### config.mk
export PLATFORM = sky130hd
export DESIGN_NAME = fetch_start_top
export DESIGN_NICKNAME = d
export VERILOG_FILES = /design/src/hdl/fetch_pkg.sv /design/src/hdl/fetch_start_top.sv /design/src/hdl/start_op_dispatch.sv /design/src/hdl/ea_fetch_route.sv /design/src/hdl/imm_size_decode.sv /design/src/hdl/ea_mode_decode.sv
export VERILOG_INCLUDE_DIRS = /design/src /design/src/hdl
export SDC_FILE = /design/constraint.sdc
export NUM_CORES = 1
export LEC_CHECK = 0
export BUFFER_PORTS_ARGS = -buffer_cell sky130_fd_sc_hd__buf_4
export CAP_MARGIN = 20
export CELL_PAD_IN_SITES_DETAIL_PLACEMENT = 1
export CELL_PAD_IN_SITES_GLOBAL_PLACEMENT = 1
export CORE_ASPECT_RATIO = 1.25
export CORE_UTILIZATION = 40
export CTS_CLUSTER_DIAMETER = 100
export CTS_CLUSTER_SIZE = 28
export DETAILED_ROUTE_END_ITERATION = 6
export GPL_TIMING_DRIVEN = 0
export HOLD_SLACK_MARGIN = 0.12
export PLACE_DENSITY = 0.89
export SYNTH_ARGS = -nofsm -noshare
export SYNTH_HDL_FRONTEND = slang
export SYNTH_HIERARCHICAL = 1
export SYNTH_SLANG_ARGS = --single-unit
### constraint.sdc
create_clock -name clk -period 0.8 [get_ports clk]
set_input_delay 0.2 -clock clk [delete_from_list [all_inputs] [get_ports clk]]
set_output_delay 0.2 -clock clk [all_outputs]
set_load 0.03 [all_outputs]
### src/hdl/fetch_params.svh
`ifndef FETCH_PARAMS_SVH
`define FETCH_PARAMS_SVH

// Fetch FSM state code.
`define FETCH_STATE_W 5

// Decoded operation code.
`define OP_W 7

// Kept part of the first instruction word.
`define BIW_W 14

// Addressing mode class.
`define EA_MODE_W 4

`endif
### src/hdl/fetch_pkg.sv
`default_nettype none

package fetch_pkg;

`include "fetch_params.svh"

    typedef logic [`BIW_W-1:0] biw_t;

    typedef enum logic [`OP_W-1:0] {
        NOP, BCC, BRA, STOP, TRAPV,                          // Plain execute.
        ILLEGAL, RTE, TRAP, UNIMPLEMENTED,                   // Trap group.
        DBCC, EXT, EXTB, MOVEQ, SWAP,                        // Register only.
        ADD, ADDI, ADDQ, AND_B, ANDI, CMP, CMPI, EOR, EORI,
        NBCD, NEG, NEGX, NOT_B, OR_B, ORI, SUB, SUBI, SUBQ,
        TST, TAS,                                            // ALU destination.
        ADDA, BCHG, BCLR, BSET, BTST, CHK, CHK2, CMP2, CMPA,
        DIVS, DIVU, MULS, MULU, MOVEA, MOVE_TO_CCR,
        MOVE_TO_SR, SUBA,                                    // Source operand.
        MOVE,
        ASL, ASR, LSL, LSR, ROTL, ROTR, ROXL, ROXR,          // Shift and rotate.
        ANDI_TO_CCR, ANDI_TO_SR, EORI_TO_CCR, EORI_TO_SR,
        ORI_TO_CCR, ORI_TO_SR, OP_RESET                      // Status register.
    } fetch_op_t;

    typedef enum logic [`FETCH_STATE_W-1:0] {
        START_OP       = 5'd0,
        CALC_AEFF      = 5'd1,
        FETCH_DISPL    = 5'd2,
        FETCH_EXWORD_1 = 5'd3,
        FETCH_ABS_HI   = 5'd8,
        FETCH_ABS_LO   = 5'd9,
        FETCH_IDATA_B2 = 5'd10,
        FETCH_IDATA_B1 = 5'd11,
        FETCH_OPERAND  = 5'd13,
        INIT_EXEC_WB   = 5'd14
    } fetch_state_t;

    typedef enum logic [`EA_MODE_W-1:0] {
        EA_DN,
        EA_AN,
        EA_IND,       // (An) and (An)+.
        EA_PREDEC,    // -(An).
        EA_DISP16,
        EA_INDEX,
        EA_ABS_W,
        EA_ABS_L,
        EA_PC_DISP,
        EA_IMM,
        EA_PC_INDEX   // Reserved codes land here too.
    } ea_mode_t;

    typedef struct packed {
        fetch_op_t op;
        biw_t      biw_0;
    } start_req_t;

    typedef struct packed {
        logic opd_ack;
        logic ow_rdy;
    } avail_t;

    typedef struct packed {
        logic dr_in_use;
        logic ar_in_use;
        logic alu_bsy;
    } hazard_t;

endpackage

`default_nettype wire

### src/hdl/fetch_start_top.sv
`timescale 1ns/1ps
`default_nettype none

module fetch_start_top (
    input  logic                    clk,
    input  logic                    rst_n,
    input  fetch_pkg::start_req_t   req,
    input  fetch_pkg::avail_t       avail,
    input  fetch_pkg::hazard_t      haz,
    output fetch_pkg::fetch_state_t next_fetch_state
);
    import fetch_pkg::*;

    ea_mode_t     mode;
    logic         imm_long;
    fetch_state_t route_state;
    fetch_state_t decision;

    ea_mode_decode u_mode (
        .biw_0 (req.biw_0),
        .mode  (mode)
    );

    imm_size_decode u_imm (
        .req      (req),
        .imm_long (imm_long)
    );

    ea_fetch_route u_route (
        .mode        (mode),
        .imm_long    (imm_long),
        .ar_in_use   (haz.ar_in_use),
        .route_state (route_state)
    );

    start_op_dispatch u_dispatch (
        .req         (req),
        .avail       (avail),
        .haz         (haz),
        .mode        (mode),
        .route_state (route_state),
        .decision    (decision)
    );

    always_ff @(posedge clk or negedge rst_n) begin
        if (!rst_n) begin
            next_fetch_state <= START_OP;
        end else begin
            next_fetch_state <= decision;     // One cycle after sampling.
        end
    end

    a_no_data_waits: assert property (@(posedge clk) disable iff (!rst_n)
        (!avail.opd_ack && !avail.ow_rdy) |=> (next_fetch_state == START_OP))
        else $error("fetch start left START_OP without data");

    a_legal_state: assert property (@(posedge clk) disable iff (!rst_n)
        next_fetch_state inside {START_OP, CALC_AEFF, FETCH_DISPL, FETCH_EXWORD_1,
                                 FETCH_ABS_HI, FETCH_ABS_LO, FETCH_IDATA_B2,
                                 FETCH_IDATA_B1, FETCH_OPERAND, INIT_EXEC_WB})
        else $error("illegal fetch state %0h", next_fetch_state);

    a_trap_holds: assert property (@(posedge clk) disable iff (!rst_n)
        (req.op inside {ILLEGAL, RTE, TRAP, UNIMPLEMENTED}) |=> (next_fetch_state == START_OP))
        else $error("trap group did not return to START_OP");

endmodule

`default_nettype wire

### src/hdl/start_op_dispatch.sv
`timescale 1ns/1ps
`default_nettype none

module start_op_dispatch (
    input  fetch_pkg::start_req_t   req,
    input  fetch_pkg::avail_t       avail,
    input  fetch_pkg::hazard_t      haz,
    input  fetch_pkg::ea_mode_t     mode,
    input  fetch_pkg::fetch_state_t route_state,
    output fetch_pkg::fetch_state_t decision
);
    import fetch_pkg::*;

    logic add_type;
    logic adda_type;
    logic move_predec;
    logic shift_mem;

    // Dyadic ALU ops whose An form also reads a data register.
    assign add_type    = req.op inside {ADD, SUB, AND_B, EOR, OR_B, CMP};
    assign adda_type   = req.op inside {ADDA, SUBA, CMPA, MOVEA};
    assign move_predec = (req.biw_0[8:6] == 3'b100); // MOVE to -(An).
    assign shift_mem   = (req.biw_0[7:6] == 2'b11);  // Memory shift form.

    always_comb begin
        if (!avail.opd_ack && !avail.ow_rdy) begin
            decision = START_OP;                      // Nothing to work on yet.
        end else begin
            case (req.op)
                ILLEGAL, RTE, TRAP, UNIMPLEMENTED: begin
                    decision = START_OP;
                end
                DBCC, EXT, EXTB, MOVEQ, SWAP: begin
                    if (haz.dr_in_use) begin
                        decision = START_OP;          // Wait, data hazard.
                    end else begin
                        decision = INIT_EXEC_WB;
                    end
                end
                ADD, ADDI, ADDQ, AND_B, ANDI, CMP, CMPI, EOR, EORI,
                NBCD, NEG, NEGX, NOT_B, OR_B, ORI, SUB, SUBI, SUBQ,
                TST, TAS: begin
                    // Destination is an ALU operand, so it is hazard checked.
                    case (mode)
                        EA_DN: begin
                            decision = haz.dr_in_use ? START_OP : INIT_EXEC_WB;
                        end
                        EA_AN: begin
                            if (haz.ar_in_use || (add_type && haz.dr_in_use)) begin
                                decision = START_OP;
                            end else begin
                                decision = INIT_EXEC_WB;
                            end
                        end
                        default: decision = route_state;
                    endcase
                end
                ADDA, BCHG, BCLR, BSET, BTST, CHK, CHK2, CMP2, CMPA,
                DIVS, DIVU, MULS, MULU, MOVEA, MOVE_TO_CCR,
                MOVE_TO_SR, SUBA: begin
                    case (mode)
                        EA_DN: begin
                            if (haz.dr_in_use || (adda_type && haz.ar_in_use)) begin
                                decision = START_OP;
                            end else begin
                                decision = INIT_EXEC_WB;
                            end
                        end
                        EA_AN: begin
                            decision = haz.ar_in_use ? START_OP : INIT_EXEC_WB;
                        end
                        default: decision = route_state;
                    endcase
                end
                MOVE: begin
                    case (mode)
                        EA_DN: begin
                            // A -(An) destination gets decremented right away.
                            if (haz.dr_in_use || (move_predec && haz.ar_in_use)) begin
                                decision = START_OP;
                            end else begin
                                decision = INIT_EXEC_WB;
                            end
                        end
                        EA_AN: begin
                            decision = haz.ar_in_use ? START_OP : INIT_EXEC_WB;
                        end
                        default: decision = route_state;
                    endcase
                end
                ASL, ASR, LSL, LSR, ROTL, ROTR, ROXL, ROXR: begin
                    if (!shift_mem) begin
                        decision = haz.dr_in_use ? START_OP : INIT_EXEC_WB;
                    end else begin
                        case (mode)
                            EA_IND, EA_PREDEC, EA_DISP16, EA_INDEX: begin
                                decision = route_state;
                            end
                            default: begin
                                if (req.biw_0[2:0] == 3'b000) begin
                                    decision = FETCH_ABS_LO;  // Short absolute.
                                end else begin
                                    decision = FETCH_ABS_HI;
                                end
                            end
                        endcase
                    end
                end
                ANDI_TO_CCR, ANDI_TO_SR, EORI_TO_CCR, EORI_TO_SR,
                ORI_TO_CCR, ORI_TO_SR, OP_RESET: begin
                    // Condition codes must settle before they are used again.
                    decision = haz.alu_bsy ? START_OP : INIT_EXEC_WB;
                end
                default: begin
                    decision = INIT_EXEC_WB;          // Bcc, BRA, NOP, STOP, TRAPV.
                end
            endcase
        end
    end

endmodule

`default_nettype wire

### src/hdl/ea_fetch_route.sv
`timescale 1ns/1ps
`default_nettype none

module ea_fetch_route (
    input  fetch_pkg::ea_mode_t     mode,
    input  logic                    imm_long,
    input  logic                    ar_in_use,
    output fetch_pkg::fetch_state_t route_state
);
    import fetch_pkg::*;

    always_comb begin
        case (mode)
            EA_IND: begin
                if (ar_in_use) begin
                    route_state = START_OP;      // Wait, address hazard.
                end else begin
                    route_state = FETCH_OPERAND;
                end
            end
            EA_PREDEC: begin
                if (ar_in_use) begin
                    route_state = START_OP;      // Wait, address hazard.
                end else begin
                    route_state = CALC_AEFF;     // Decrement first.
                end
            end
            EA_DISP16, EA_PC_DISP: begin
                route_state = FETCH_DISPL;
            end
            EA_INDEX, EA_PC_INDEX: begin
                route_state = FETCH_EXWORD_1;
            end
            EA_ABS_W: begin
                route_state = FETCH_ABS_LO;      // Only low word follows.
            end
            EA_ABS_L: begin
                route_state = FETCH_ABS_HI;
            end
            EA_IMM: begin
                if (imm_long) begin
                    route_state = FETCH_IDATA_B2;
                end else begin
                    route_state = FETCH_IDATA_B1; // Word or byte.
                end
            end
            default: begin
                route_state = INIT_EXEC_WB;      // Register direct.
            end
        endcase
    end

endmodule

`default_nettype wire

### src/hdl/imm_size_decode.sv
`timescale 1ns/1ps
`default_nettype none

module imm_size_decode (
    input  fetch_pkg::start_req_t req,
    output logic                  imm_long
);
    import fetch_pkg::*;

    biw_t biw;

    assign biw = req.biw_0;

    // Long immediate rule per operation group.
    always_comb begin
        case (req.op)
            ADD, ADDI, ADDQ, AND_B, ANDI, CMP, CMPI, EOR, EORI,
            NBCD, NEG, NEGX, NOT_B, OR_B, ORI, SUB, SUBI, SUBQ,
            TST, TAS: begin
                imm_long = (biw[7:6] == 2'b10);  // Standard size field.
            end
            ADDA, CMPA, SUBA:       imm_long = (biw[8:7] == 2'b11);
            MOVEA, MOVE:            imm_long = (biw[13:12] == 2'b10);
            CHK:                    imm_long = (biw[8:7] == 2'b10);
            CHK2, CMP2:             imm_long = (biw[10:9] == 2'b10);
            DIVS, DIVU, MULS, MULU: imm_long = !biw[7]; // Long form only.
            default:                imm_long = 1'b0;
        endcase
    end

endmodule

`default_nettype wire

### src/hdl/ea_mode_decode.sv
`timescale 1ns/1ps
`default_nettype none

module ea_mode_decode (
    input  fetch_pkg::biw_t     biw_0,
    output fetch_pkg::ea_mode_t mode
);
    import fetch_pkg::*;

    logic [2:0] mode_field;
    logic [2:0] reg_field;

    assign mode_field = biw_0[5:3];
    assign reg_field  = biw_0[2:0];

    always_comb begin
        case (mode_field)
            3'b000:         mode = EA_DN;
            3'b001:         mode = EA_AN;
            3'b010, 3'b011: mode = EA_IND;     // Postincrement reads like (An).
            3'b100:         mode = EA_PREDEC;
            3'b101:         mode = EA_DISP16;
            3'b110:         mode = EA_INDEX;
            default: begin
                // Mode 7 uses the register field as a sub-mode.
                case (reg_field)
                    3'b000:  mode = EA_ABS_W;
                    3'b001:  mode = EA_ABS_L;
                    3'b010:  mode = EA_PC_DISP;
                    3'b100:  mode = EA_IMM;
                    default: mode = EA_PC_INDEX; // PC index and reserved.
                endcase
            end
        endcase
    end

endmodule

`default_nettype wire

==> qor.yml, run 1 <==
status: "finished with violations"
violations: "negative setup slack"
internal_power_mw: 1.01
drcViolationCount: 0
start_util_pct: 42.6
synthCells: 154
critPathArrivalTime_ps: 2110
avgSynthCellArea_sq_um: 7.48
slew_violations: 0
cts.clk_slew.worst_paths_ps: 50
startpoint: "req[16]"
synth_cell_types: 59
grt_pass1_wl_mm: 7.24
n_fill_cell: 309
start_kind: "primary input"
ys_async_sr_fraction_pct: 100
synthesis.area_sq_mm: 0.00115
portBuffers: 31
yosysSeqAreaShare_pct: 10.9
synthFlopType: "dfrtp_1"
worst_pin_slew_ps: 707
grt_antenna_before_repair: 0
crit_required_ps: 970
cts.sinks: 5
crit_buf_inv: 2
synth-edff-count: 0
period_share_pct: 242
path_class: "primary input to flop"
mostFrequentLayoutCell: "buf_4"
swShare_pct: 43.9
slew-limit-headroom_pct: 52.8
die_area_sq_mm: 0.00310
globalplace.congestion: 0.825
core_sq_mm: 0.00271
rows: 21
first_pass_iters: 4
p_per_area_mw_per_mm2: 989
wl_per_cell_um: 24.1
seqPwrFrac_pct: 16.2
grt_overflow_total: 0
cts_tree: "done"
cp_max_fo: 9
ant_nets: 0
diodes: 0
first_global_vias: 1548
peakVddDrop_mv: 0.619
fin_crit_ps: 1940
cts.path.max_buffers: 2
slowest_delay_ps: 390
largest_register_ff_count: 5
clock.fmax_mhz: 516
h-tree-depth: 1
p_leak_nw: 0.716
hold_path_class: "primary input to asynchronous set/reset pin"
total_power_mw: 1.80
final_cell_mix: "buf_4, nand2_1"
clockRootBuffer: "clkbuf_4"
ys_ff_latch: 5
cp_slowest_cell: "or3b_4"
cts_buffers: 3
nets: 232
grt_usage_pct: 30.7
setup_slack_ps: -1140
dr.first_iter.drc_count: 89
top_register: "next_fetch_state"
area_growth_pct: 58.3
path_cells: "buf_12, buf_8, or3b_4, a211oi_4, o22ai_1, a211o_1, nor2_1, mux2i_1, o2bb2ai_2, nand2_1, a21oi_2"
cpLargestDelayFamily: "compound AO/OA/AOI/OAI gates"
power_frac_clock_pct: 16.7
power_switching_mw: 0.793
yosys_warnings: 6
cap_violations: 0
fin_setup_tns_ps: -5250
final_util_pct: 67.4
routed_via_density: 6.90
vias: 1636
hpwl_mm: 2.87
setup_viol_count_final: 9
grt_max_degree: 14
hold_viol: 0
die_w_um: 50.0
cp-end-kind: "flop"
die_y_um: 62.0
top_regs: "next_fetch_state: 5 flops"
rsz0062_at_grt: "true"
wirelength_mm: 5.70
p_comb_share_pct: 67.1
ios: 33
syn-num-nets: 182
drive_gt1_share_pct: 43.3
## timing repair
| item | CTS | global route |
|---|---|---|
| buffers inserted | 10 | 3 |
| cloned | 0 | 0 |
| hold endpoints to repair | 5 | 0 |
| pin swaps | 16 | 10 |
| resized for setup | 27 | 13 |
| hold buffers | 1 | 0 |
| endpoints found under the setup margin | 9 | 9 |
## cell usage after synthesis, types with 2 or more instances
library cell	number	area share (%)
nand3b_1	4	2.6
a2111oi_1	2	1.7
or3_1	3	1.6
a31oi_1	3	1.6
o21ai_1	2	0.87
a211oi_1	8	5.2
nor4_1	5	2.7
nand2_1	11	3.6
o211ai_1	3	2.0
a21oi_1	9	3.9
a211o_1	2	1.5
buf_6	3	2.9
clkbuf_1	2	0.65
or4b_1	2	1.7
buf_2	2	0.87
buf_4	2	1.3
xnor2_1	5	3.8
dfrtp_1	5	11
o21ai_0	5	2.2
a21o_1	3	2.0
a22o_1	3	2.3
nor3_1	6	2.6
nor2_1	10	3.3
nor2b_1	4	2.2
inv_1	4	1.3
nor3b_1	4	2.6
nand2b_1	10	5.4
## power groups by stage
stage / Sequential [mW] / Combinational, mW / Clock, mW
after floorplan: 0.341 / 0.494 / 0
after global placement: 0.289 / 0.820 / 0
after detailed placement: 0.288 / 0.859 / 0
after CTS: 0.290 / 1.01 / 0.304
after global routing: 0.294 / 1.26 / 0.324
final: 0.293 / 1.21 / 0.301
## logic make-up after synthesis
logic type | after synthesis | share of synthesized area [%]
other | 1 | 0.325
buffers and inverters | 14 | 7.49
AND/OR/NAND/NOR | 70 | 37.7
flip-flops | 5 | 10.9
XOR/XNOR | 5 | 3.80
AO/OA/AOI/OAI | 58 | 39.0
multiplexers | 1 | 0.869
## metal layers
metal / up-vias / track usage (%) / routed length, um
met5: - / 0 / 0
met4: 0 / 17.1 / 237
met3: 25 / 2.43 / 297
met2: 100 / 61.3 / 2920
met1: 803 / 31.7 / 2250
li1: 708 / - / -
## area by class of cell
class                           instances  area (sq um)  share of cell area (%)
Sequential cell                         5           125                    6.86
Buffer                                 10          82.6                    4.53
Clock buffer                            4          26.3                    1.44
Tap cell                               34          42.5                    2.33
Inverter                                4          15.0                   0.823
Timing Repair Buffer                   45           394                    21.6
Multi-Input combinational cell        135          1140                    62.4
## worst paths after layout
| path | cells past startpoint | end |
|---|---|---|
| worst max-delay path | 11 | next_fetch_state[0] |
| worst min-delay path | 2 | next_fetch_state[3] |
| max in group asynchronous | 2 | next_fetch_state[0] |
| min in group clk | 4 | next_fetch_state[0] |
## through the flow
stage,std cells,worst slack (ps),hold WS (ps),cell area [sq um]
2_1_floorplan,154,-981,-95.6,1220
3_3_place_gp,219,-1370,-0.167,1500
3_5_place_dp,219,-1450,3.05,1500
4_1_cts,234,-1090,294,1720
5_1_grt,237,-1200,349,1820
6_report,237,-1140,340,1820
No activity file was read; power rests on OpenSTA's default activity.
==> inputs of run 2 (changes only) <==
CORE_MARGIN = 3   (was unset)
==> run 2 against run 1 <==
The run now fails in global routing. Area after synthesis stayed put. Synthesized cell count did not move.
==> qor.yml, run 2 <==
rows: 21  # unchanged
yosys_warnings: 6  # unchanged
portBuffers: 31  # unchanged
grt_antenna_before_repair: 0
ys_ff_latch: 5  # unchanged
grt_max_degree: 14
synth_most_common_cell: "nand2_1"
status: "aborted with a tool error"
h-tree-depth: 1  # unchanged
synth_area_leaders: "dfrtp_1, nand2b_1, a211oi_1"
yosysSeqAreaShare_pct: 10.9  # unchanged
worst_endpoint_kind: "register data pin"
start_util_pct: 42.6  # unchanged
first-error: "[ERROR DPL-0033] detailed placement checks failed during check placement."
crit_endpoint: "next_fetch_state[3]$_DFF_PN0_/D"
synth_cell_types: 59  # unchanged
die_y_um: 66.0  # +6.5%
yosysTopAreaCell: "dfrtp_1"
ios: 33  # unchanged
synthCells: 154  # unchanged
netlist.area_leader.share_pct: 10.9  # unchanged
cts_buffers: 3  # unchanged
avgSynthCellArea_sq_um: 7.48  # unchanged
globalplace.congestion: 0.782  # -5.2%
stop_stage: "global routing"
syn-num-nets: 182  # unchanged
cts.sinks: 5  # unchanged
clockRootBuffer: "clkbuf_4"
synthFlopType: "dfrtp_1"
synthTopCellsByCount: "nand2_1, nand2b_1, nor2_1"
hpwl_mm: 3.05  # +6.4%
cts.path.max_buffers: 2  # unchanged
placed_cells: 219  # unchanged
synthesis.area_sq_mm: 0.00115  # unchanged
synth-edff-count: 0  # unchanged
dpl_cell_area_sq_mm: 0.00150  # unchanged
die_w_um: 54.0  # +8.0%
ys_async_sr_fraction_pct: 100  # unchanged
==> run 2: cell counts after synthesis <==
No cell type changed its count.
==> run 2: cell families after synthesis <==
kind of cell / share of synthesized area [%]
buffers and inverters: 7.49
XOR/XNOR: 3.80
flip-flops: 10.9
multiplexers: 0.869
other: 0.325
AO/OA/AOI/OAI: 39.0
AND/OR/NAND/NOR: 37.7
==> run 2: stage by stage <==
stage | worst slack [ps] | TNS, ps | hold slack [ps]
after floorplan | -981 | -3790 | -95.6
after global placement | -1400 | -5110 | -0.0494
after detailed placement | -1460 | -5440 | 4.27
after CTS | -1060 | -4830 | 290
==> run 2: timing repair <==
item / 4_1_cts
gates cloned: 0
gates resized for setup: 22
endpoints found under the setup margin: 9
pin swaps: 13
endpoints found under the hold margin: 5
setup buffers: 12
hold buffers: 1
==> inputs of run 3 (changes only) <==
CELL_PAD_IN_SITES_DETAIL_PLACEMENT = unset   (was 1)
CELL_PAD_IN_SITES_GLOBAL_PLACEMENT = unset   (was 1)
CORE_ASPECT_RATIO = unset   (was 1.25)
CORE_UTILIZATION = 30   (was 40)
CTS_CLUSTER_DIAMETER = unset   (was 100)
CTS_CLUSTER_SIZE = unset   (was 28)
HOLD_SLACK_MARGIN = unset   (was 0.12)
PLACE_DENSITY = unset   (was 0.89)
PLACE_DENSITY_LB_ADDON = 0.15   (was unset)
==> run 3 against run 2 <==
The flow now finishes, with violations (negative setup slack).
==> qor.yml, run 3 (same netlist as run 1, synthesis figures left out) <==
status: "finished with violations"
violations: "negative setup slack"
vias: 1457
critPathArrivalTime_ps: 2010
crit_buf_inv: 2
setup_slack_ps: -1080
grt_antenna_before_repair: 0
n_fill_cell: 338
final_util_pct: 53.0
ios: 33  # unchanged
portBuffers: 31  # unchanged
hold_viol: 0
cap_violations: 0
drcViolationCount: 0
slew-limit-headroom_pct: 55.7
clock.fmax_mhz: 532
setup_viol_count_final: 9
area_growth_pct: 62.0
internal_power_mw: 1.17
start_util_pct: 32.7  # -9.9 points
ant_nets: 0
clockRootBuffer: "clkbuf_8"
placed_cells: 231  # +5.5%
path_class: "primary input to flop"
diodes: 0
grt_usage_pct: 16.0
fin_crit_ps: 1880
nets: 233
stdcell_count: 250
crit_required_ps: 930
rows: 21  # unchanged
die_y_um: 68.0  # +3.0%
die_w_um: 68.0  # +26%
top_register: "next_fetch_state"
hold_path_class: "primary input to asynchronous set/reset pin"
peakVddDrop_mv: 0.316
startpoint: "req[1]"
swShare_pct: 36.8
holdWs_ps: 320
cp-end-kind: "flop"
grt_max_degree: 14
cpLargestDelayFamily: "compound AO/OA/AOI/OAI gates"
cp_max_fo: 5
cts.sinks: 5  # unchanged
power_switching_mw: 0.680
h-tree-depth: 1  # unchanged
slew_violations: 0
die_area_sq_mm: 0.00462
cp_common_cell: "a211oi_2"
globalplace.congestion: 0.863  # +10%
cts.path.max_buffers: 2  # unchanged
rsz0062_at_grt: "true"
seqPwrFrac_pct: 15.7
p_leak_nw: 0.733
dr.first_iter.drc_count: 82
total_power_mw: 1.85
slowest_delay_ps: 250
p_comb_share_pct: 59.9
first_global_vias: 1353
power_frac_clock_pct: 24.4
period_share_pct: 235
routed_via_density: 5.83
drive_gt1_share_pct: 45.6
mostFrequentLayoutCell: "buf_4"
cts.clk_slew.worst_paths_ps: 30
core_sq_mm: 0.00352
wl_per_cell_um: 15.2
grt_overflow_total: 0
cts_tree: "done"
grt_pass1_wl_mm: 5.89
path_cells: "buf_12, xnor2_4, o211ai_1, nand2_2, buf_6, a211oi_2, a211oi_2, nor2_1, nand2b_4, a31oi_2, a211oi_2"
hpwl_mm: 2.54  # -17%
cp_slowest_cell: "a211oi_2"
p_per_area_mw_per_mm2: 989
cts_buffers: 3  # unchanged
final_cell_mix: "buf_4, buf_6, nand2_1, nor2_1, nand2b_1"
largest_register_ff_count: 5
start_kind: "primary input"
first_pass_iters: 4
top_regs: "next_fetch_state: 5 flops"
wirelength_mm: 3.80
worst_pin_slew_ps: 664
-- run 3: cell type report --
class / count / area (sq um) / share of cell area, %
buffer: 10 / 76.3 / 4.09
multi-input combinational: 136 / 1150 / 61.6
tap: 46 / 57.6 / 3.08
sequential: 5 / 125 / 6.70
inverter: 4 / 15.0 / 0.804
timing repair buffer: 45 / 398 / 21.3
clock buffer: 4 / 45.0 / 2.41
-- run 3: layer usage --
layer | global-route usage (%) | part of all wire (%) | up-vias
met3 | 1.31 | 4.3 | 6
met1 | 20.1 | 43 | 694
li1 | - | - | 711
met2 | 27.6 | 51 | 46
met5 | 0 | 0 | -
met4 | 6.95 | 1.9 | 0
-- run 3: per-stage QoR --
stage	worst slack [ps]	TNS [ps]	cell area (sq um)
4_1_cts	-1010	-4460	1700
3_5_place_dp	-1320	-5190	1510
6_report	-1080	-4770	1870
3_3_place_gp	-1340	-5120	1510
2_1_floorplan	-981	-3790	1220
5_1_grt	-1170	-5250	1870
-- run 3: power groups by stage --
stage	logic [mW]	registers (mW)	clock network (mW)
4_1_cts	0.943	0.291	0.466
6_report	1.11	0.291	0.450
3_5_place_dp	0.843	0.289	0
2_1_floorplan	0.494	0.341	0
3_3_place_gp	0.829	0.289	0
5_1_grt	1.20	0.293	0.486
-- run 3: how the worst max path moves through the flow --
stage / end / slack [ps] / depth (start not counted)
after floorplan: next_fetch_state[3] / -980 / 6
after CTS: next_fetch_state[0] / -1010 / 11
after detailed placement: next_fetch_state[3] / -1320 / 10
final: next_fetch_state[3] / -1080 / 11
after global placement: next_fetch_state[0] / -1340 / 11
after global routing: next_fetch_state[3] / -1170 / 11
-- run 3: what timing repair did --
action / CTS / global route
endpoints found under the hold margin: 5 / 0
hold buffers: 1 / 0
gates cloned: 1 / 0
endpoints found under the setup margin: 9 / 9
resized for setup: 18 / 24
buffers inserted: 8 / 5
pin swaps: 12 / 17
